## src/source/memctl_config.svh

```systemverilog
// Memory start controller parameters

`ifndef MEMCTL_CONFIG_SVH
`define MEMCTL_CONFIG_SVH

// Width of the held memory address.
`define MEMCTL_ADR_W 14

// Quarter words per request, one mask bit each.
`define MEMCTL_WORDS 4

// Core word address, wide enough to index a quarter word.
`define MEMCTL_WADR_W 2

// Cycles spent in each bus phase.
`define MEMCTL_PHASE_LEN 4

`endif
```

## src/source/memCtlPkg.sv

```systemverilog
// Memory start controller types

package memCtlPkg;

  // Request opcode as held for the memory bus.
  typedef enum logic [0:0] {
    opRead  = 1'b0,
    opWrite = 1'b1
  } memOpT;

  // The interleaved bus alternates between these two phases.
  typedef enum logic [0:0] {
    phaseA = 1'b0,
    phaseB = 1'b1
  } phaseT;

endpackage

```

## src/source/memStartTop.sv

```systemverilog
// Memory start controller top

`include "memctl_config.svh"

module memStartTop (
  input  logic                       clk,
  input  logic                       rstN,
  input  logic                       startReq,
  input  logic                       forceBadPar,
  input  logic                       memAckn,
  input  logic                       memDataValid,
  input  memCtlPkg::memOpT           reqOp,
  input  logic [`MEMCTL_WORDS-1:0]   reqWords,
  input  logic [`MEMCTL_ADR_W-1:0]   reqAdr,
  output logic                       aChangeComing,
  output logic                       bChangeComing,
  output logic                       busy,
  output logic                       memStartA,
  output logic                       memStartB,
  output logic                       memRdRq,
  output logic                       memWrRq,
  output logic                       memAdrPar,
  output logic                       coreDataValid,
  output logic                       coreRdInProg,
  output logic [`MEMCTL_WORDS-1:0]   memRq,
  output logic [`MEMCTL_ADR_W-1:0]   memAdr,
  output logic [`MEMCTL_WADR_W-1:0]  coreWordAdr
);

  memCtlPkg::memOpT holdOp;
  logic             startPulse;
  logic             dataAccept;
  logic             readDone;

  phaseSequencer uPhase (
    .clk           (clk),
    .rstN          (rstN),
    .phase         (),
    .aChangeComing (aChangeComing),
    .bChangeComing (bChangeComing)
  );

  // The held mask goes straight out as the bus request lines.
  requestHold uHold (
    .clk         (clk),
    .rstN        (rstN),
    .startReq    (startReq),
    .forceBadPar (forceBadPar),
    .busy        (busy),
    .reqOp       (reqOp),
    .reqWords    (reqWords),
    .reqAdr      (reqAdr),
    .holdOp      (holdOp),
    .holdWords   (memRq),
    .memAdr      (memAdr),
    .memRdRq     (memRdRq),
    .memWrRq     (memWrRq),
    .memAdrPar   (memAdrPar)
  );

  startControl uStart (
    .clk           (clk),
    .rstN          (rstN),
    .startReq      (startReq),
    .aChangeComing (aChangeComing),
    .bChangeComing (bChangeComing),
    .memAckn       (memAckn),
    .memDataValid  (memDataValid),
    .readDone      (readDone),
    .holdOp        (holdOp),
    .holdWords     (memRq),
    .startPulse    (startPulse),
    .busy          (busy),
    .memStartA     (memStartA),
    .memStartB     (memStartB),
    .ackAccept     (),
    .dataAccept    (dataAccept)
  );

  coreReadTracker uCoreRead (
    .clk           (clk),
    .rstN          (rstN),
    .startPulse    (startPulse),
    .dataAccept    (dataAccept),
    .holdOp        (holdOp),
    .holdWords     (memRq),
    .coreDataValid (coreDataValid),
    .coreRdInProg  (coreRdInProg),
    .readDone      (readDone),
    .coreWordAdr   (coreWordAdr)
  );

endmodule

```

## src/source/coreReadTracker.sv

```systemverilog
// Core read data tracker

`include "memctl_config.svh"

module coreReadTracker (
  input  logic                       clk,
  input  logic                       rstN,
  input  logic                       startPulse,
  input  logic                       dataAccept,
  input  memCtlPkg::memOpT           holdOp,
  input  logic [`MEMCTL_WORDS-1:0]   holdWords,
  output logic                       coreDataValid,
  output logic                       coreRdInProg,
  output logic                       readDone,
  output logic [`MEMCTL_WADR_W-1:0]  coreWordAdr
);

  logic                     validM1;
  logic                     loadRead;
  logic [`MEMCTL_WORDS-1:0] remWords;
  logic [`MEMCTL_WORDS-1:0] remNext;

  // Index of the lowest set bit, so words leave in ascending order.
  function automatic logic [`MEMCTL_WADR_W-1:0] lowIndex(input logic [`MEMCTL_WORDS-1:0] mask);
    logic [`MEMCTL_WADR_W-1:0] idx;
    idx = '0;
    for (int i = `MEMCTL_WORDS - 1; i >= 0; i--) begin
      if (mask[i]) begin
        idx = `MEMCTL_WADR_W'(i);
      end
    end
    return idx;
  endfunction

  assign loadRead    = startPulse && (holdOp == memCtlPkg::opRead);
  assign remNext     = remWords & (remWords - 1'b1);
  assign coreWordAdr = lowIndex(remWords);
  assign readDone    = coreDataValid && (remNext == '0);

  // dataAccept is the minus two stage of the core valid.
  always_ff @(posedge clk or negedge rstN) begin
    if (!rstN) begin
      validM1       <= 1'b0;
      coreDataValid <= 1'b0;
      coreRdInProg  <= 1'b0;
    end else begin
      validM1       <= dataAccept;
      coreDataValid <= validM1;
      if (loadRead) begin
        coreRdInProg <= 1'b1;
      end else if (readDone) begin
        coreRdInProg <= 1'b0;
      end
    end
  end

  always_ff @(posedge clk) begin
    if (loadRead) begin
      remWords <= holdWords;
    end else if (coreDataValid) begin
      remWords <= remNext;
    end
  end

endmodule

```

## src/source/startControl.sv

```systemverilog
// Memory start and acknowledge control

`include "memctl_config.svh"

module startControl (
  input  logic                      clk,
  input  logic                      rstN,
  input  logic                      startReq,
  input  logic                      aChangeComing,
  input  logic                      bChangeComing,
  input  logic                      memAckn,
  input  logic                      memDataValid,
  input  logic                      readDone,
  input  memCtlPkg::memOpT          holdOp,
  input  logic [`MEMCTL_WORDS-1:0]  holdWords,
  output logic                      startPulse,
  output logic                      busy,
  output logic                      memStartA,
  output logic                      memStartB,
  output logic                      ackAccept,
  output logic                      dataAccept
);

  logic                     pending;
  logic                     sideB;
  logic                     readOut;
  logic                     accept;
  logic                     sideStrobe;
  logic                     lastAck;
  logic [`MEMCTL_WORDS-1:0] remMask;
  logic [`MEMCTL_WORDS-1:0] remNext;

  assign accept = startReq && !busy;

  // Only the strobe of the side that was started samples the bus.
  assign sideStrobe = sideB ? bChangeComing : aChangeComing;

  assign ackAccept  = memAckn && (memStartA || memStartB) && sideStrobe;
  assign dataAccept = memDataValid && readOut && !pending && sideStrobe;

  assign remNext = remMask & (remMask - 1'b1);
  assign lastAck = ackAccept && (remNext == '0);

  assign busy = pending || memStartA || memStartB || readOut;

  always_ff @(posedge clk or negedge rstN) begin
    if (!rstN) begin
      startPulse <= 1'b0;
      pending    <= 1'b0;
      sideB      <= 1'b0;
      memStartA  <= 1'b0;
      memStartB  <= 1'b0;
      readOut    <= 1'b0;
    end else begin
      startPulse <= accept;
      if (accept) begin
        pending <= 1'b1;
      end else if (pending && (aChangeComing || bChangeComing)) begin
        // The first strobe after the request picks the side.
        pending   <= 1'b0;
        sideB     <= !aChangeComing;
        memStartA <= aChangeComing;
        memStartB <= !aChangeComing;
      end else if (lastAck) begin
        memStartA <= 1'b0;
        memStartB <= 1'b0;
      end
      if (startPulse && holdOp == memCtlPkg::opRead) begin
        readOut <= 1'b1;
      end else if (readDone) begin
        readOut <= 1'b0;
      end
    end
  end

  always_ff @(posedge clk) begin
    if (startPulse) begin
      remMask <= holdWords;
    end else if (ackAccept) begin
      remMask <= remNext;
    end
  end

endmodule

```

## src/source/requestHold.sv

```systemverilog
// Memory request holding register

`include "memctl_config.svh"

module requestHold (
  input  logic                      clk,
  input  logic                      rstN,
  input  logic                      startReq,
  input  logic                      forceBadPar,
  input  logic                      busy,
  input  memCtlPkg::memOpT          reqOp,
  input  logic [`MEMCTL_WORDS-1:0]  reqWords,
  input  logic [`MEMCTL_ADR_W-1:0]  reqAdr,
  output memCtlPkg::memOpT          holdOp,
  output logic [`MEMCTL_WORDS-1:0]  holdWords,
  output logic [`MEMCTL_ADR_W-1:0]  memAdr,
  output logic                      memRdRq,
  output logic                      memWrRq,
  output logic                      memAdrPar
);

  logic loadReq;
  logic holdBadPar;
  logic dataPar;

  // A strobe that lands while busy is lost.
  assign loadReq = startReq && !busy;

  always_ff @(posedge clk or negedge rstN) begin
    if (!rstN) begin
      holdBadPar <= 1'b0;
    end else if (loadReq) begin
      holdBadPar <= forceBadPar;
    end
  end

  always_ff @(posedge clk) begin
    if (loadReq) begin
      holdOp    <= reqOp;
      holdWords <= reqWords;
      memAdr    <= reqAdr;
    end
  end

  assign memRdRq = (holdOp == memCtlPkg::opRead);
  assign memWrRq = (holdOp == memCtlPkg::opWrite);

  // Odd parity across address, mask and both request lines.
  assign dataPar   = ^{memAdr, holdWords, memRdRq, memWrRq};
  assign memAdrPar = ~dataPar ^ holdBadPar;

endmodule

```

## src/source/phaseSequencer.sv

```systemverilog
// A and B phase sequencer

`include "memctl_config.svh"

module phaseSequencer (
  input  logic              clk,
  input  logic              rstN,
  output memCtlPkg::phaseT  phase,
  output logic              aChangeComing,
  output logic              bChangeComing
);

  localparam int unsigned CntW = $clog2(`MEMCTL_PHASE_LEN);
  localparam logic [CntW-1:0] LastCnt = CntW'(`MEMCTL_PHASE_LEN - 1);

  logic [CntW-1:0] phaseCnt;
  logic            lastCycle;

  assign lastCycle = (phaseCnt == LastCnt);

  // The counter wraps at the phase length and the phase flips on the wrap.
  always_ff @(posedge clk or negedge rstN) begin
    if (!rstN) begin
      phaseCnt <= '0;
      phase    <= memCtlPkg::phaseB;
    end else if (lastCycle) begin
      phaseCnt <= '0;
      if (phase == memCtlPkg::phaseA) begin
        phase <= memCtlPkg::phaseB;
      end else begin
        phase <= memCtlPkg::phaseA;
      end
    end else begin
      phaseCnt <= phaseCnt + 1'b1;
    end
  end

  // Each strobe announces the change into its own phase one cycle early.
  assign aChangeComing = lastCycle && (phase == memCtlPkg::phaseB);
  assign bChangeComing = lastCycle && (phase == memCtlPkg::phaseA);

endmodule

```

## config.mk

```make
export PLATFORM = sky130hd
export DESIGN_NAME = memStartTop
export DESIGN_NICKNAME = d
export VERILOG_FILES = /design/src/source/memCtlPkg.sv /design/src/source/memStartTop.sv /design/src/source/coreReadTracker.sv /design/src/source/startControl.sv /design/src/source/requestHold.sv /design/src/source/phaseSequencer.sv
export VERILOG_INCLUDE_DIRS = /design/src /design/src/source
export SDC_FILE = /design/constraint.sdc
export NUM_CORES = 1
export LEC_CHECK = 0
export BUFFER_PORTS_ARGS = -buffer_cell sky130_fd_sc_hd__clkbuf_2
export CAP_MARGIN = 20
export CORE_MARGIN = 3
export CORE_UTILIZATION = 40
export CTS_CLUSTER_SIZE = 40
export DETAILED_ROUTE_END_ITERATION = 7
export PLACE_DENSITY_LB_ADDON = 0.2
export SYNTH_ARGS = -nofsm -noshare
export SYNTH_HDL_FRONTEND = slang
export SYNTH_SLANG_ARGS = --single-unit
```

## constraint.sdc

```tcl
create_clock -name clk -period 2.9 [get_ports clk]
set_input_delay 0.145 -clock clk [delete_from_list [all_inputs] [get_ports clk]]
set_output_delay 0.145 -clock clk [all_outputs]
set_load 0.05 [all_outputs]
```

Word level (Yosys, flattened, before mapping)
Cells that the tools add are included.
{"block": "word_totals", "latch_bits": 0, "n_memories": 0, "rom_bits": 0, "inputBits": 25, "reg_bits": 39, "mem_bits_rw": 0, "wordCells": 75, "out_inout_bits": 30}
{"block": "op_classes", "n_reduce_logical": 30, "addsub": 3, "n_eq_ne": 1, "multipliers": 0, "div_mod_pow": 0, "magnitude_cmp": 0, "n_mux": 18, "n_shift": 0, "bitwise": 7}
{"cell": "$reduce_xor A20 Y1", "n": 1}
{"cell": "$mux W4", "n": 4}
{"cell": "$logic_and A1 B1 Y1", "n": 12}
{"cell": "$mux W2", "n": 5}
{"cell": "$reduce_bool A2 Y1", "n": 5}
{"cell": "$mux W1", "n": 9}
{"cell": "$and A4 B4 Y4", "n": 2}
{"cell": "$logic_not A4 Y1", "n": 2}
{"cell": "$sub A4 B1 Y4 const B", "n": 2}
{"cell": "$logic_or A1 B1 Y1", "n": 5}
{"cell": "$not A1 Y1", "n": 4}
{"cell": "$reduce_and A2 Y1", "n": 2}
{"cell": "$logic_not A1 Y1", "n": 3}
{"cell": "$add A2 B1 Y2 const B", "n": 1}
{"cell": "$eq A2 B2 Y1 const B", "n": 1}
{"cell": "$xor A1 B1 Y1", "n": 1}

Depth between registers and ports, before layout
Gate-level depths: netlist of run 1.
{"block": "logic_depth", "ltp_word": 7, "mapped_depth": 4, "depth_no_buf": 4}

Hierarchy
From an unflattened synthesis of run 1, not the netlist that was laid out.
{"block": "unflattened", "hier_cells": 126, "area_unflattened_um2": 1717.9}
{"mod": "requestHold", "n_inst": 1, "seq_area_each_um2": 595.6, "cells_each": 41, "area_per_inst_um2": 787.0}
{"mod": "startControl", "n_inst": 1, "seq_area_each_um2": 270.3, "cells_each": 47, "area_per_inst_um2": 494.2}
{"mod": "coreReadTracker", "n_inst": 1, "seq_area_each_um2": 195.2, "cells_each": 30, "area_per_inst_um2": 319.1}
{"mod": "phaseSequencer", "n_inst": 1, "seq_area_each_um2": 76.3, "cells_each": 8, "area_per_inst_um2": 117.6}

Worst setup path after synthesis of run 1
Ideal clock, no wire load.
{"block": "synth_path", "path_kind": "reg-to-output", "from": "register uHold.memAdr[13]", "to": "output port memAdrPar", "arrival_time_ns": 2.250, "setup_slack_ns": 0.505, "t_required_ns": 2.755, "n_path_buf": 0, "path_stages_with_launch": 5, "path_cell_list": "edfxtp_1 > xor2_1 > xnor2_1 > xnor3_1 > xnor2_1"}
{"block": "synth_via", "elab_chain_len": 3}
{"element": "start: declaration", "line_no": "requestHold.sv:16", "text": "output logic [`MEMCTL_ADR_W-1:0] memAdr,"}
{"element": "start signal: assignment", "line_no": "requestHold.sv:41", "text": "memAdr <= reqAdr;"}
{"element": "$reduce_xor A20 Y1", "line_no": "requestHold.sv:49", "text": "assign dataPar = ^{memAdr, holdWords, memRdRq, memWrRq};"}
{"element": "$not A1 Y1", "line_no": "requestHold.sv:50", "text": "assign memAdrPar = ~dataPar ^ holdBadPar;"}
{"element": "$xor A1 B1 Y1", "line_no": "requestHold.sv:50"}
{"element": "end: declaration", "line_no": "memStartTop.sv:22", "text": "output logic memAdrPar,"}
Every way passes these cells.

Final worst setup path of run 1
Same ends and word-level chain as after synthesis.

==> metrics.csv, run 1 <==
metric;value;unit
tightest_slew;710.6;ps
ys_ff_latch;39;
r2r.worst_path.cells;3;
synth_compound_area_share;8.436;%
io_buffers;54;
status;finished, final reports clean;
crit_family;XOR/XNOR gates;
synth_top_family_by_area;XOR/XNOR gates;
die_h;69.87;um
holdPathEnd;uHold.memAdr[6];
grt_overflow;0;
cts-root-buf;clkbuf_8;
layout_commonest_cell;clkbuf_2;
dp.final_hpwl;2215;um
grt_pass1_vias;1163;
slowest_stage;xnor3_1;
start_util;42.95;%
final_cell_mix;54 x clkbuf_2, 27 x edfxtp_1, 15 x nand2_1, 15 x xnor2_1, 11 x dfrtp_1;
rows;22;
cellLeakagePower;0.8791;nW
setup_violations;0;
yosys.area.top_type;edfxtp_1;
slew_violations;0;
hp-start;reqAdr[6];
drive_above_1_share;36.07;%
drt-wirelength-per-cell;12.26;um
critPathKind;reg -> out;
synth-simple-area-share;8.972;%
clkTransAtPathRegs;70;ps
rsz0062_at_grt;no;
cts_max_level;2;
yosysSeqAreaShare;68.17;%
syn-cell-area;0.001632;mm^2
synth.area.mux_share;0.6902;%
fin_crit;2049;ps
areaGrowthSynthToFinish;25.84;%
drc_errors;0;
regToRegSetupSlack;1190;ps
cp-end-kind;primary output;
required;2760;ps
ys_types;24;
fin_skew;6.188;ps
clock-sinks;39;
synth_top_area_share;49.69;%
die_area;0.004881;mm^2
hold_class;in -> reg;
ys_top_cells_by_area;edfxtp_1 50%, dfrtp_1 17%, xnor2_1 8.1%;
cts_tree;built;
antenna_cells;0;
post_synth_inst_count;121;
nets;209;
powerDensity;918.5;mW/mm^2
holdPathStages;1;
die_w;69.87;um
cts_buffer_depth;2;
slew_headroom;52.58;%
grt_antenna_before_repair;0;
drtAntennaViolNets;0;
path_buf_inv;1;
viasPerCell;4.693;
avgSynthCellArea;13.48;um^2
maxCapViolations;0;
rr_endpoint;uHold.holdWords[3];
insertion_delay;280;ps
setup_tns;0;ps
synth_fp_nets;148;
slowest_delay;420;ps
grt_max_degree;21;
dpl_worst_slack;1159;ps
peakVddDrop;0.8805;mV
crit_top_cell;xnor2_1;
worstPathArrival;1900;ps
finalWorstSetupSlack;850.9;ps
fp.coreArea;0.003799;mm^2
synthAdderAreaFrac;1.534;%
ios;55;
fin_crit_sh;70.66;%
cts_made_buffers;5;
synth_xor_area_share;11.04;%
grt_first_pass_wirelength;4988;um
ys_warn_count;0;
grt.total_usage;12.69;%
first_pass_iters;4;
gp_congestion;0.7586;
reg2reg_from;uStart.memStartB;
finalWirelength;2833;um
path_cells;xor2_1 > xnor2_1 > xnor3_1 > xnor2_1 > clkbuf_2;
critical_path.max_fanout;2;
via_count;1084;
cp-start-kind;register;
hold_viol_final;0;
drt_iter0_drc;79;
max_freq;488.0;MHz
-- state kept, by name (all words and copies together), names as in the netlist, 2 cells and up --
signal,count
uStart.remMask,4
uCoreRead.remWords,4
uHold.holdWords,4
uPhase.phaseCnt,2
uHold.memAdr,14
-- worst reg2reg max path, cell delays in order, from the launching register on --
cell and delay, ps:
dfrtp_1 400, nor2_1 190, nand3_1 180, inv_1 570
-- where the power goes --
part | leakage, nW | total [mW] | switching [mW] | internal [mW]
Combinational | 0.443 | 0.751 | 0.524 | 0.227
Clock | 0.0412 | 0.344 | 0.176 | 0.168
Sequential | 0.395 | 0.791 | 0.0802 | 0.711
Total | 0.879 | 1.89 | 0.780 | 1.11
-- routing by layer --
metal	global-route usage, %	vias up	routed length, um
met4	5.106	0	37
li1	-	549	-
met1	15.82	489	1184
met3	4.892	4	241
met2	19.83	42	1370
met5	0	-	0
-- what timing repair did --
action	in CTS	in global routing
resized for setup	0	0
hold buffers	1	0
hold endpoints to repair	11	0
buffers inserted	0	0
-- cell families (layout without fill, tap and decap cells) --
kind of cell / after synthesis / in the layout
fa+ha+maj: 2 / 2
mux: 1 / 1
buf+inv: 5 / 67
compound gates: 22 / 22
xor+xnor: 19 / 19
flops: 39 / 39
simple gates: 33 / 33
-- synthesized netlist by cell type --
library cell and count:
and3_1 1, xor2_1 3, o31ai_1 2, dfrtp_1 11
ha_1 2, a31o_2 2, o21bai_1 2, and2_1 3
xnor2_1 15, nor3_1 2, mux2_2 1, edfxtp_1 27
or2_2 1, inv_1 4, nand3_1 2, clkbuf_1 1
dfstp_2 1, a211oi_1 4, o21ai_0 10, nor2_1 7
nor2b_1 2, nand2_1 15, a21oi_1 2, xnor3_1 1
-- through the flow --
step                      instance area (um^2)  hold slack, ps  power (mW)  utilization [%]  instances
after floorplan                           1632          -150.6       1.389                -        121
after global placement                    1958           35.77       1.553            51.55        222
after detailed placement                  1958           49.30       1.560            51.55        222
after CTS                                 2053           14.74       1.915            54.05        231
after global routing                      2053           17.76       1.987            54.05        231
final                                     2053           30.39       1.886            54.05        231
-- how the worst max path moves through the flow --
stage / startpoint / end / slack (ps) / cells after the start
floorplan: uHold.memAdr[13] / memAdrPar / 500 / 4
global placement: uHold.memAdr[13] / memAdrPar / 1170 / 5
detailed placement: uHold.memAdr[13] / memAdrPar / 1160 / 5
CTS: uHold.memAdr[13] / memAdrPar / 820 / 5
global route: uHold.memAdr[12] / memAdrPar / 730 / 5
finish: uHold.memAdr[13] / memAdrPar / 850 / 5
-- layout make-up --
| cell class | instances | area (um^2) |
|---|---|---|
| Clock buffer | 6 | 72.57 |
| Clock inverter | 2 | 12.51 |
| Multi-Input combinational cell | 77 | 500.5 |
| Timing Repair Buffer | 55 | 280.3 |
| Tap cell | 48 | 60.06 |
| Sequential cell | 39 | 1112 |
| Inverter | 4 | 15.01 |
| Fill cell | 326 | 1745 |
Power figures use the tool's default switching activity.
==> inputs of run 2 (changes only) <==
Settings changed: ABC_AREA from default to 1.
Clock period 2.9 ns to 1.8 ns, I/O delays scaled along.
==> run 2 against run 1 <==
Effect of this change: power increased by 14%; clock-buffer cell count did not move; utilization is 4.5 points higher; clock power up 67%; register-to-register slack got worse by 840 ps; combinational power fell by 31%; critical endpoint unchanged; critical path type unchanged; via count grew 42%; global-route usage is 2.6 points higher; flip-flop and latch count is the same; synthesized cell count is 69% higher; hold slack lost 17 ps.
==> metrics.csv, run 2 <==
metric;value;unit;change
status;finished, final reports clean;;
regArea;0.001112;mm^2;unchanged
start_util;41.95;%;-1.0 points
synthFlopType;edfxtp_1;;
critical_path.max_fanout;4;;+2
slowest_delay;440;ps;+20 ps
cts_buffer_depth;2;;unchanged
syn-cell-area;0.001852;mm^2;+13%
synthAdderAreaFrac;1.351;%;-0.18 points
grt.total_usage;15.29;%;+2.6 points
clkTransAtPathRegs;70;ps;about the same
yosysSeqAreaShare;60.07;%;-8.1 points
cts_made_buffers;5;;unchanged
cp-start-kind;register;;
fp.coreArea;0.004414;mm^2;+16%
worstPathArrival;1660;ps;-240 ps
powerDensity;832.5;mW/mm^2;-9.4%
cts_max_level;2;;unchanged
synth_edf_count;27;;unchanged
slowest_stage;edfxtp_1;;
rsz0062_at_grt;yes;;
dp.final_hpwl;2677;um;+21%
post_synth_inst_count;204;;+69%
required;1710;ps;-1050 ps
largest-register;uHold.memAdr;;
via_count;1537;;+42%
avgSynthCellArea;9.077;um^2;-33%
yosys.area.top_type;edfxtp_1;;
die_w;74.04;um;+6.0%
ys_async_sr_fraction;30.77;%;unchanged
place_inst;311;;+40%
drc_errors;0;;unchanged
io_buffers;54;;unchanged
critPathKind;reg -> out;;
fin_crit_sh;96.95;%;
areaGrowthSynthToFinish;39.59;%;
ios;55;;unchanged
nets;318;;+52%
synth_top_family_by_area;simple AND/OR/NAND/NOR gates;;
path_cells;nand2_1 > inv_1 > nor2_2 > nand2_1 > nand2_1 > nand2_2 > nand2_2 > nand2_1 > nand3_2 > nand2_2 > buf_8;;
grt_antenna_before_repair;0;;unchanged
die_h;74.04;um;+6.0%
ys_ff_latch;39;;unchanged
crit_top_cell;nand2_1;;
cp-end-kind;primary output;;
fin_area;0.002585;mm^2;+26%
largest_register_ffs;14;;unchanged
synth-simple-area-share;25.34;%;+16 points
setup_violations;0;;unchanged
cts-root-buf;clkbuf_8;;
synth_common_cells;82 x nand2_1, 27 x edfxtp_1, 26 x inv_1;;
peakVddDrop;0.5086;mV;-42%
max_freq;573.1;MHz;
slew_violations;0;;unchanged
synth_fp_nets;231;;+56%
power.total;2.152;mW;+14%
hold_viol_final;0;;unchanged
maxCapViolations;0;;unchanged
ys_top_cells_by_area;edfxtp_1 44%, nand2_1 17%, dfrtp_1 15%;;
tightest_slew;301.4;ps;-409.2 ps
insertion_delay;290;ps;about the same
post_dp_cell_area;0.002207;mm^2;+13%
synth.most_common_cell;nand2_1;;
finalNonFillerCells;344;;+49%
grt_overflow;0;;unchanged
gp_congestion;0.7563;;-0.30%
drt-wirelength-per-cell;11.30;um;-7.9%
viasPerCell;4.468;;-4.8%
rows;24;;+9.1%
cellLeakagePower;1.303;nW;+48%
layout_commonest_cell;nand2_1;;
synth_xor_area_share;2.838;%;-8.2 points
first_pass_iters;4;;unchanged
ys_warn_count;0;;unchanged
setup_tns;0;ps;unchanged
hold_class;in -> reg;;
grt_first_pass_wirelength;6348;um;+27%
fin_skew;4.714;ps;-1.474 ps
drtAntennaViolNets;0;;unchanged
synth.area.mux_share;0;%;-0.69 points
synth_top_area_share;43.78;%;-5.9 points
finalWirelength;3887;um;+37%
grt_pass1_vias;1524;;+31%
drive_above_1_share;31.16;%;-4.9 points
fillCellCount;368;;+13%
ys_types;27;;+13%
final_cell_mix;73 x nand2_1, 53 x clkbuf_2, 27 x edfxtp_1;;
die_area;0.005482;mm^2;+12%
slew_headroom;79.91;%;+27 points
multi_input_area;675.6;um^2;+35%
antenna_cells;0;;unchanged
cts_tree;built;;
fin_crit;1745;ps;
drt_iter0_drc;40;;-49%
grt_max_degree;23;;+9.5%
clock-sinks;39;;unchanged
synth_compound_area_share;4.527;%;-3.9 points
run 2: cell count changes in the layout (fill, tap and decap cells not counted), moves of 3 or more:
cell / change
nand2_2: +12
xnor2_1: -13
and2_1: -3
nor2_1: +3
buf_4: +5
a211oi_1: -4
dlygate4sd3_1: +19
nand3_2: +5
nand2_1: +58
inv_1: +22
run 2: metrics by stage:
step	utilization, %	worst slack (ps)	hold slack, ps
floorplan	-	11.23	-205.6
global placement	50.00	352.0	-12.01
detailed placement	50.00	324.0	-6.373
CTS	56.52	22.31	5.326
global route	58.56	-51.46	11.62
finish	58.56	54.95	13.51
run 2: cell families after synthesis:
group,count (synthesis)
AO/OA/AOI/OAI,15
XOR/XNOR,6
adder cells (fa/ha/maj),2
buffers and inverters,29
flip-flops,39
AND/OR/NAND/NOR,113
run 2: cell type report:
type / count / share of cell area, %
timing repair buffer: 80 / 20.81
tap: 52 / 2.517
inverter: 29 / 4.211
sequential: 39 / 43.03
clock buffer: 6 / 2.807
multi-input combinational: 136 / 26.14
clock inverter: 2 / 0.4840
run 2: final timing paths:
kind / start / end / slack (ps) / cells after the start
setup / recovery: uHold.memAdr[3] / memAdrPar / 50 / 11
min in group asynchronous: rstN / uCoreRead.coreDataValid / 210 / 2
hold reg to reg: uCoreRead.validM1 / uCoreRead.coreDataValid / 340 / 0
setup reg to reg: uPhase.phaseCnt[0] / uStart.remMask[1] / 350 / 5
max in group asynchronous: rstN / uPhase.phase / 1300 / 2
hold / removal: forceBadPar / uHold.holdBadPar / 10 / 3
run 2: what timing repair did:
action                                 CTS  global route
buffers inserted                         0             5
endpoints found under the hold margin   31             0
gates resized for setup                  1            17
setup endpoints to repair                1             1
pin swaps                                0            10
hold buffers                            20             0
run 2: critical path: cells and delay by family (launching register included):
kind / cells / cell delay [ps]
DFF: 1 / 440
and+or+nand+nor: 9 / 720
buffers and inverters: 2 / 190
run 2: per-layer routing:
layer | share of wire [%] | GRT usage, % | wire length, um
met5 | 0 | 0 | 0
met2 | 51 | 26.08 | 1971
met4 | 2.0 | 6.439 | 76
met3 | 4.8 | 5.135 | 187
met1 | 43 | 17.55 | 1652
run 2: report_power, final:
part	internal [mW]	switching (mW)	total, mW	leakage (nW)
Sequential	1.02	0.0403	1.06	0.397
Combinational	0.177	0.337	0.515	0.865
Clock	0.271	0.304	0.574	0.0412
Total	1.47	0.681	2.15	1.30
